$ cat src/isa_pkg.sv
package isa_pkg;

    // major opcode lives in inst[6:2]
    localparam int opcode_lsb = 2;
    localparam int opcode_w = 5;
    localparam int rd_lsb = 7;

    localparam logic [opcode_w-1:0] op_load = 5'b00000;
    localparam logic [opcode_w-1:0] op_fload = 5'b00001;
    localparam logic [opcode_w-1:0] op_store = 5'b01000;
    localparam logic [opcode_w-1:0] op_fstore = 5'b01001;

    // no rd field
    localparam logic [opcode_w-1:0] op_branch = 5'b11000;

endpackage

$ cat src/core_pkg.sv
package core_pkg;

    // reorder buffer slots
    localparam int rob_depth = 8;

    // physical register file size, p0 is tied to x0
    localparam int preg_count = 128;

    localparam int areg_count = 32;

    // instruction and pc width
    localparam int xlen = 32;

endpackage

$ cat src/free_list.sv
`timescale 1ns/1ps

module free_list #(
    parameter int n_preg = core_pkg::preg_count
) (
    input  logic                      clk,
    input  logic                      rst,
    input  logic                      dispatch_fire,
    input  logic                      needs_preg,
    input  logic                      commit_wb_en,
    input  logic [$clog2(n_preg)-1:0] commit_p_rd_old,
    input  logic                      recovery,
    output logic                      free_avail,
    output logic [$clog2(n_preg)-1:0] p_rd_new_head
);

    localparam int pw = $clog2(n_preg);
    localparam int depth = n_preg - core_pkg::areg_count;
    localparam int iw = $clog2(depth);

    logic [pw-1:0] regs [depth];

    // wrap bit on top of the slot index
    logic [iw:0] spec_head;
    logic [iw:0] cmt_head;
    logic [iw:0] tail;

    function automatic logic [iw:0] ptr_next(input logic [iw:0] p);
        logic [iw:0] n;
        if (p[iw-1:0] == iw'(depth - 1)) begin
            n = {~p[iw], {iw{1'b0}}};
        end else begin
            n = p + 1'b1;
        end
        return n;
    endfunction

    assign free_avail = spec_head != tail;
    assign p_rd_new_head = regs[spec_head[iw-1:0]];

    always_ff @(posedge clk) begin
        if (rst) begin
            spec_head <= '0;
            cmt_head <= '0;
            // starts full with the registers above the architectural set
            tail <= {1'b1, {iw{1'b0}}};
            for (int i = 0; i < depth; i++) begin
                regs[i] <= pw'(core_pkg::areg_count + i);
            end
        end else begin
            // rewind hands back everything taken by flushed instructions
            if (recovery) begin
                spec_head <= cmt_head;
            end else if (dispatch_fire && needs_preg) begin
                spec_head <= ptr_next(spec_head);
            end
            if (commit_wb_en) begin
                regs[tail[iw-1:0]] <= commit_p_rd_old;
                tail <= ptr_next(tail);
                cmt_head <= ptr_next(cmt_head);
            end
        end
    end

endmodule

$ cat src/rename_table.sv
`timescale 1ns/1ps

module rename_table #(
    parameter int n_preg = core_pkg::preg_count
) (
    input  logic                                    clk,
    input  logic                                    rst,
    input  logic [core_pkg::xlen-1:0]               dispatch_inst,
    input  logic                                    dispatch_fire,
    input  logic [$clog2(n_preg)-1:0]               p_rd_new_head,
    input  logic                                    commit_wb_en,
    input  logic [$clog2(core_pkg::areg_count)-1:0] commit_a_rd,
    input  logic [$clog2(n_preg)-1:0]               commit_p_rd_new,
    input  logic                                    recovery,
    output logic                                    needs_preg,
    output logic [$clog2(n_preg)-1:0]               dispatch_p_rd_new,
    output logic [$clog2(n_preg)-1:0]               dispatch_p_rd_old
);

    localparam int pw = $clog2(n_preg);
    localparam int aw = $clog2(core_pkg::areg_count);

    logic [pw-1:0] spec_map [core_pkg::areg_count];
    logic [pw-1:0] cmt_map [core_pkg::areg_count];

    logic [aw-1:0] a_rd;
    logic [isa_pkg::opcode_w-1:0] opcode;
    logic writes_rd;

    assign a_rd = dispatch_inst[isa_pkg::rd_lsb +: aw];
    assign opcode = dispatch_inst[isa_pkg::opcode_lsb +: isa_pkg::opcode_w];

    // branches and stores reuse the rd bits as immediate
    assign writes_rd = !(opcode == isa_pkg::op_branch ||
                         opcode == isa_pkg::op_store ||
                         opcode == isa_pkg::op_fstore);

    // x0 never gets a new register, so it stays on p0
    assign needs_preg = writes_rd && (a_rd != '0);

    assign dispatch_p_rd_new = needs_preg ? p_rd_new_head : '0;
    assign dispatch_p_rd_old = spec_map[a_rd];

    always_ff @(posedge clk) begin
        if (rst) begin
            for (int i = 0; i < core_pkg::areg_count; i++) begin
                spec_map[i] <= pw'(i);
                cmt_map[i] <= pw'(i);
            end
        end else begin
            if (recovery) begin
                // back to the last committed state
                for (int i = 0; i < core_pkg::areg_count; i++) begin
                    spec_map[i] <= cmt_map[i];
                end
            end else if (dispatch_fire && needs_preg) begin
                spec_map[a_rd] <= p_rd_new_head;
            end
            if (commit_wb_en) begin
                cmt_map[commit_a_rd] <= commit_p_rd_new;
            end
        end
    end

endmodule

$ cat src/rob.sv
`timescale 1ns/1ps

module rob #(
    parameter int n_rob = core_pkg::rob_depth,
    parameter int n_preg = core_pkg::preg_count
) (
    input  logic                                    clk,
    input  logic                                    rst,
    input  logic                                    dispatch_valid,
    input  logic [core_pkg::xlen-1:0]               dispatch_pc,
    input  logic [core_pkg::xlen-1:0]               dispatch_inst,
    input  logic [$clog2(n_preg)-1:0]               dispatch_p_rd_new,
    input  logic [$clog2(n_preg)-1:0]               dispatch_p_rd_old,
    input  logic                                    free_avail,
    input  logic                                    needs_preg,
    input  logic                                    rr_valid,
    input  logic [$clog2(n_rob)-1:0]                rr_rob_idx,
    input  logic                                    writeback_free,
    input  logic                                    wb_valid,
    input  logic [$clog2(n_rob)-1:0]                wb_rob_idx,
    input  logic                                    mispredict,
    input  logic [$clog2(n_rob)-1:0]                mis_rob_idx,
    output logic                                    dispatch_ready,
    output logic                                    dispatch_fire,
    output logic [$clog2(n_rob)-1:0]                dispatch_rob_idx,
    output logic [n_rob-1:0]                        flush_mask,
    output logic                                    commit,
    output logic                                    commit_wb_en,
    output logic [$clog2(n_rob)-1:0]                commit_rob_idx,
    output logic [core_pkg::xlen-1:0]               commit_pc,
    output logic [$clog2(core_pkg::areg_count)-1:0] commit_a_rd,
    output logic [$clog2(n_preg)-1:0]               commit_p_rd_new,
    output logic [$clog2(n_preg)-1:0]               commit_p_rd_old,
    output logic                                    ld_commit,
    output logic                                    st_commit,
    output logic                                    stall,
    output logic                                    recovery
);

    localparam int iw = $clog2(n_rob);
    localparam int pw = $clog2(n_preg);
    localparam int aw = $clog2(core_pkg::areg_count);

    typedef enum logic [1:0] {
        st_normal,
        st_pending,
        st_recover
    } rec_state_t;

    logic [iw-1:0] head;
    logic [iw-1:0] tail;

    logic [n_rob-1:0] slot_disp;
    logic [n_rob-1:0] slot_issued;
    logic [n_rob-1:0] slot_written;

    logic [core_pkg::xlen-1:0] slot_pc [n_rob];
    logic [isa_pkg::opcode_w-1:0] slot_op [n_rob];
    logic [aw-1:0] slot_a_rd [n_rob];
    logic [pw-1:0] slot_p_new [n_rob];
    logic [pw-1:0] slot_p_old [n_rob];

    logic full;
    logic empty;
    logic [isa_pkg::opcode_w-1:0] head_op;
    logic [n_rob-1:0] above_head;
    logic [n_rob-1:0] below_mis;
    rec_state_t state;
    rec_state_t state_next;

    assign full = (head == tail) && slot_disp[head];
    assign empty = (head == tail) && !slot_disp[head];

    assign dispatch_ready = !full && !stall && (free_avail || !needs_preg);
    assign dispatch_fire = dispatch_valid && dispatch_ready;
    assign dispatch_rob_idx = tail;

    assign head_op = slot_op[head];
    assign commit = slot_disp[head] && slot_written[head];
    assign commit_wb_en = commit && (slot_p_new[head] != '0);
    assign commit_rob_idx = head;
    assign commit_pc = slot_pc[head];
    assign commit_a_rd = slot_a_rd[head];
    assign commit_p_rd_new = slot_p_new[head];
    assign commit_p_rd_old = slot_p_old[head];
    assign ld_commit = commit && (head_op == isa_pkg::op_load || head_op == isa_pkg::op_fload);
    assign st_commit = commit && (head_op == isa_pkg::op_store || head_op == isa_pkg::op_fstore);

    // keep head..mis_rob_idx circularly, flush the rest
    always_comb begin
        for (int i = 0; i < n_rob; i++) begin
            above_head[i] = iw'(i) >= head;
            below_mis[i] = iw'(i) <= mis_rob_idx;
            if (head <= mis_rob_idx) begin
                flush_mask[i] = mispredict && !(above_head[i] && below_mis[i]);
            end else begin
                flush_mask[i] = mispredict && !(above_head[i] || below_mis[i]);
            end
        end
    end

    always_ff @(posedge clk) begin
        if (rst) begin
            head <= '0;
            tail <= '0;
            slot_disp <= '0;
            slot_issued <= '0;
            slot_written <= '0;
        end else begin
            if (mispredict) begin
                tail <= mis_rob_idx + 1'b1;
            end else if (dispatch_fire) begin
                tail <= tail + 1'b1;
            end
            if (commit) begin
                head <= head + 1'b1;
            end
            for (int i = 0; i < n_rob; i++) begin
                if (flush_mask[i] || (commit && head == iw'(i))) begin
                    slot_disp[i] <= 1'b0;
                    slot_issued[i] <= 1'b0;
                    slot_written[i] <= 1'b0;
                end else begin
                    if (dispatch_fire && tail == iw'(i)) begin
                        slot_disp[i] <= 1'b1;
                    end
                    // an instruction issues once
                    if (rr_valid && rr_rob_idx == iw'(i) && slot_disp[i] && !slot_issued[i]) begin
                        slot_issued[i] <= 1'b1;
                        if (writeback_free) begin
                            slot_written[i] <= 1'b1;
                        end
                    end
                    if (wb_valid && wb_rob_idx == iw'(i) && slot_disp[i]) begin
                        slot_written[i] <= 1'b1;
                    end
                end
            end
        end
    end

    always_ff @(posedge clk) begin
        if (dispatch_fire) begin
            slot_pc[tail] <= dispatch_pc;
            slot_op[tail] <= dispatch_inst[isa_pkg::opcode_lsb +: isa_pkg::opcode_w];
            slot_a_rd[tail] <= dispatch_inst[isa_pkg::rd_lsb +: aw];
            slot_p_new[tail] <= dispatch_p_rd_new;
            slot_p_old[tail] <= dispatch_p_rd_old;
        end
    end

    // recovery waits for the older slots to drain
    always_ff @(posedge clk) begin
        if (rst) begin
            state <= st_normal;
        end else begin
            state <= state_next;
        end
    end

    always_comb begin
        unique case (state)
            st_normal: state_next = mispredict ? st_pending : st_normal;
            st_pending: state_next = empty ? st_recover : st_pending;
            st_recover: state_next = st_normal;
            default: state_next = st_normal;
        endcase
    end

    assign stall = state != st_normal;
    assign recovery = state == st_recover;

endmodule

$ cat src/rename_commit_top.sv
`timescale 1ns/1ps

module rename_commit_top #(
    parameter int n_rob = core_pkg::rob_depth,
    parameter int n_preg = core_pkg::preg_count
) (
    input  logic                                    clk,
    input  logic                                    rst,
    input  logic                                    dispatch_valid,
    input  logic [core_pkg::xlen-1:0]               dispatch_pc,
    input  logic [core_pkg::xlen-1:0]               dispatch_inst,
    output logic                                    dispatch_ready,
    output logic [$clog2(n_rob)-1:0]                dispatch_rob_idx,
    output logic [$clog2(n_preg)-1:0]               dispatch_p_rd_new,
    output logic [$clog2(n_preg)-1:0]               dispatch_p_rd_old,
    input  logic                                    rr_valid,
    input  logic [$clog2(n_rob)-1:0]                rr_rob_idx,
    input  logic                                    writeback_free,
    input  logic                                    wb_valid,
    input  logic [$clog2(n_rob)-1:0]                wb_rob_idx,
    input  logic                                    mispredict,
    input  logic [$clog2(n_rob)-1:0]                mis_rob_idx,
    output logic [n_rob-1:0]                        flush_mask,
    output logic                                    commit,
    output logic [$clog2(n_rob)-1:0]                commit_rob_idx,
    output logic [core_pkg::xlen-1:0]               commit_pc,
    output logic [$clog2(core_pkg::areg_count)-1:0] commit_a_rd,
    output logic [$clog2(n_preg)-1:0]               commit_p_rd_new,
    output logic [$clog2(n_preg)-1:0]               commit_p_rd_old,
    output logic                                    ld_commit,
    output logic                                    st_commit,
    output logic                                    stall,
    output logic                                    recovery
);

    localparam int pw = $clog2(n_preg);

    logic dispatch_fire;
    logic needs_preg;
    logic free_avail;
    logic [pw-1:0] p_rd_new_head;
    logic commit_wb_en;

    rename_table #(
        .n_preg(n_preg)
    ) rename_table_inst (
        .clk(clk),
        .rst(rst),
        .dispatch_inst(dispatch_inst),
        .dispatch_fire(dispatch_fire),
        .p_rd_new_head(p_rd_new_head),
        .commit_wb_en(commit_wb_en),
        .commit_a_rd(commit_a_rd),
        .commit_p_rd_new(commit_p_rd_new),
        .recovery(recovery),
        .needs_preg(needs_preg),
        .dispatch_p_rd_new(dispatch_p_rd_new),
        .dispatch_p_rd_old(dispatch_p_rd_old)
    );

    free_list #(
        .n_preg(n_preg)
    ) free_list_inst (
        .clk(clk),
        .rst(rst),
        .dispatch_fire(dispatch_fire),
        .needs_preg(needs_preg),
        .commit_wb_en(commit_wb_en),
        .commit_p_rd_old(commit_p_rd_old),
        .recovery(recovery),
        .free_avail(free_avail),
        .p_rd_new_head(p_rd_new_head)
    );

    rob #(
        .n_rob(n_rob),
        .n_preg(n_preg)
    ) rob_inst (
        .clk(clk),
        .rst(rst),
        .dispatch_valid(dispatch_valid),
        .dispatch_pc(dispatch_pc),
        .dispatch_inst(dispatch_inst),
        .dispatch_p_rd_new(dispatch_p_rd_new),
        .dispatch_p_rd_old(dispatch_p_rd_old),
        .free_avail(free_avail),
        .needs_preg(needs_preg),
        .rr_valid(rr_valid),
        .rr_rob_idx(rr_rob_idx),
        .writeback_free(writeback_free),
        .wb_valid(wb_valid),
        .wb_rob_idx(wb_rob_idx),
        .mispredict(mispredict),
        .mis_rob_idx(mis_rob_idx),
        .dispatch_ready(dispatch_ready),
        .dispatch_fire(dispatch_fire),
        .dispatch_rob_idx(dispatch_rob_idx),
        .flush_mask(flush_mask),
        .commit(commit),
        .commit_wb_en(commit_wb_en),
        .commit_rob_idx(commit_rob_idx),
        .commit_pc(commit_pc),
        .commit_a_rd(commit_a_rd),
        .commit_p_rd_new(commit_p_rd_new),
        .commit_p_rd_old(commit_p_rd_old),
        .ld_commit(ld_commit),
        .st_commit(st_commit),
        .stall(stall),
        .recovery(recovery)
    );

endmodule

$ cat config.mk
export PLATFORM = sky130hd
export DESIGN_NAME = rename_commit_top
export DESIGN_NICKNAME = d
export VERILOG_FILES = /design/src/isa_pkg.sv /design/src/core_pkg.sv /design/src/free_list.sv /design/src/rename_table.sv /design/src/rob.sv /design/src/rename_commit_top.sv
export SDC_FILE = /design/constraint.sdc
export NUM_CORES = 2
export LEC_CHECK = 0
export ABC_AREA = 1
export BUFFER_PORTS_ARGS = -buffer_cell sky130_fd_sc_hd__buf_2
export CAP_MARGIN = 40
export CORE_MARGIN = 4
export CORE_UTILIZATION = 51
export CTS_BUF_LIST = sky130_fd_sc_hd__clkbuf_8
export DETAILED_ROUTE_END_ITERATION = 10
export PLACE_DENSITY = 0.67
export REMOVE_ABC_BUFFERS = 1
export SYNTH_ARGS = -nofsm -noshare
export SYNTH_HDL_FRONTEND = slang
export SYNTH_SLANG_ARGS = --single-unit
$ cat constraint.sdc
create_clock -name clk -period 10.2 [get_ports clk]
set_clock_uncertainty 0.15 [all_clocks]
set_input_delay 2.55 -clock clk [delete_from_list [all_inputs] [get_ports clk]]
set_output_delay 2.55 -clock clk [all_outputs]
set_load 0.01 [all_outputs]
==> metrics.txt <==
fmax 0.1182 GHz; Worst Tran Pin Value 1124 ps; Clock Root Buffer clkbuf_8; Hold EP rob_inst.slot_written[2]$_SDFFE_PP0P_; maximum root-to-sink buffer count 4; postcts setup bufs 0; number of global-route vias before repair 58518; Critical-path top delay cell dfxtp_4; Most used DFF post-synth edfxtp_1; Async S/R FF share, synth 0%; Clock power frac approximately 37%; largest area contributor in the netlist edfxtp_1; EDFF count, synth 1784; placed inst area 0.08533 sq mm; 1st-pass router iterations 7; starting density of the core around half; Layout area overhead 10.05%; routability congestion estimate about 0.89; Rows roughly 150; Util after Layout a little under three fifths; most common cell in the netlist nand2_1; Max stage delay on crit path 750 ps; die area ~0.17 sq mm; Cell Area, Synth 0.08269 sq mm; hold buffers post-CTS 0; worst-path cell chain buf_4 -> buf_4 -> nand2_1 -> nand3_1 -> nand3_1 -> nand3_1 -> nand2_1 -> nand2_1 -> nand3_1 -> nand3_2 -> buf_4 -> nand2_1 -> nor2_1 -> buf_2; WP data arrival roughly 5800 ps; Core ar. ~0.16 sq mm; TritonCTS clock tree yes; final hold vios 0; unrepaired setup endpoints after global routing false; Reg2Reg Setup Slack about 3700 ps; CP required around 7500 ps; worst r2r dst free_list_inst.regs[118][5]$_DFFE_PP_; Die Ht about 410 um; FF+latch count, synth approximately 1900; Mapped Avg Cell Area ~10 sq um; CTS Buf Count between 300 and 400; Syn Inst Count a little over 8000; relative slew slack between 20% and 30%; total gr overflow 0; Hold Crit Class flip-flop to flip-flop; CP startpoint kind flip-flop; vias post-DR about 62000; R2R depth 14; drt wl/cell between 20 and 25 um; Sw Pwr between 0.004 and 0.005 W; final instance area slightly above 0.09 sq mm; Ports between 150 and 200; FF+latch area 0.05491 sq mm; count of cell types in the netlist 44; DRT iter0 DRCs approximately 8000; sequential share of power approximately 53%; nets 8308; initial antenna violation count 14; Max VDD drop around 0.00013 V; status complete, no violations; Fillers ~14000; Worst setup EP type output pin; max_cap viols 0; critical path fanouts, max just under 70; Post-CTS Resized 0; fin worst setup slack 1742 ps; Tot GR Track Use about 27%; internal power between 0.01 and 0.015 W; DR vias/cell between 5 and 6; WP buf/inv 4; Port Buffers approximately 140; Skew-Pair Late Insertion Delay ~1000 ps; Setup Crit Path Kind flip-flop to output pin; min-delay src rob_inst.slot_written[2]$_SDFFE_PP0P_; top cells by count, synth 2239 x nand2_1, 1784 x edfxtp_1, 1121 x nand3_1; CTS Sinks between 1500 and 2000; Placement Setup Slack roughly 1800 ps; largest net degree at the start of global routing 203; Comb pwr share 9.8%; fin crit period approximately 8500 ps; Top delay family on crit path buffers and inverters; area of the multi-input gates about 0.024 sq mm; ANT nets after route 0; Routed WL about 230000 um; fin crit share 82.92%; YS warnings 0; DRC 0; CTS HTree Levels 5; first-pass GRT wire length roughly 350000 um; sequential cell area fraction in the yosys report 66.38%; HPWL Detailed 137200 um; Slew Limit Fails 0; Pwr Density between 150 and 200 mW/mm^2; Yosys top cell area share about two thirds; LEAKAGE roughly 32 nW; switching share of power roughly a quarter; share of cells above drive strength 1 11.31%; worst hold margin ~310 ps; hold-critical path depth 2; Synth area leaders edfxtp_1 65%, nand2_1 10%, nand3_1 6.8%, nor2_1 3.9%, o21ai_0 1.9%; Setup Viol. Count Final 0; width of the chip between 400 and 500 um; CTS clk-pin slew, worst paths around 70 ps
==> sequential cells by signal, summed over array words and instances, names as in the netlist, 32 cells and up, named ones only <==
name                        cells
rob_inst.slot_op               32
rename_table_inst.cmt_map     224
free_list_inst.regs           896
rob_inst.slot_a_rd             40
rename_table_inst.spec_map    224
rob_inst.slot_p_old            56
rob_inst.slot_p_new            56
rob_inst.slot_pc              256
==> layer usage <==
| layer | share of wire, % | global-route usage, % | vias to the layer above |
|---|---|---|---|
| met5 | 0.044 | 0 | - |
| met4 | 3.7 | 10.55 | 10 |
| met3 | 12 | 7.072 | 634 |
| met2 | 46 | 42.14 | 3428 |
| met1 | 39 | 36.72 | 29716 |
| li1 | - | - | 28264 |
==> per-stage QoR <==
| step | TNS, ps | cells | total power, W |
|---|---|---|---|
| 2_1_floorplan | -2684130 | 7553 | 0.009737 |
| 3_3_place_gp | 0 | 9968 | 0.01025 |
| 3_5_place_dp | 0 | 10038 | 0.01030 |
| 4_1_cts | 0 | 10583 | 0.01624 |
| 5_1_grt | 0 | 10607 | 0.01677 |
| 6_report | 0 | 10623 | 0.01620 |
==> cell usage in the layout, fill, tap and decap left out, types with 206 or more instances in the layout <==
| master | instances |
|---|---|
| buf_2 | 206 |
| clkbuf_8 | 331 |
| edfxtp_1 | 1784 |
| inv_1 | 348 |
| nand2_1 | 2239 |
| nand3_1 | 1107 |
| nor2_1 | 855 |
| nor3_1 | 285 |
| o21ai_0 | 318 |
==> power by group through the flow <==
stage               Combinational (W)  Sequential (W)  Clock [W]
finish                        0.00159         0.00859    0.00602
global route                  0.00171         0.00860    0.00646
CTS                           0.00156         0.00859    0.00609
detailed placement            0.00156         0.00875          0
global placement              0.00150         0.00874          0
floorplan                    0.000957         0.00878          0
==> worst max-delay path by stage <==
stage	startpoint	to	depth (start not counted)
finish	flip-flop	dispatch_p_rd_new[3]	14
global placement	dispatch_inst[7]	dispatch_p_rd_old[3]	11
global route	flip-flop	dispatch_p_rd_new[4]	14
detailed placement	dispatch_inst[7]	dispatch_p_rd_old[1]	11
CTS	flip-flop	dispatch_p_rd_new[4]	14
floorplan	flip-flop	dispatch_p_rd_new[0]	11
==> layout make-up <==
cell class / count / area share, %
multi-input combinational: 5391 / 26.63
sequential: 1850 / 60.34
antenna: 19 / 0.05224
inverter: 312 / 1.318
tap: 2160 / 2.970
timing repair buffer: 346 / 2.629
clock inverter: 214 / 1.061
clock buffer: 331 / 5.006
==> cell families (layout without fill, tap and decap cells) <==
family | Yosys count | count (layout) | synth area share (%)
flip-flops | 1850 | 1850 | 66.38
XOR/XNOR | 14 | 14 | 0.1483
AND/OR/NAND/NOR | 4699 | 4699 | 24.12
buffers and inverters | 911 | 1203 | 4.556
AO/OA/AOI/OAI | 665 | 665 | 4.606
multiplexers | 2 | 2 | 0.02421
other | 0 | 19 | 0
adder cells (fa/ha/maj) | 11 | 11 | 0.1664
==> tightest hold or removal path: stages, from the launching register on <==
cell and delay [ps]:
dfxtp_1 300, inv_1 60, a21oi_1 60
Note: power is estimated with default switching activity, not from simulation.
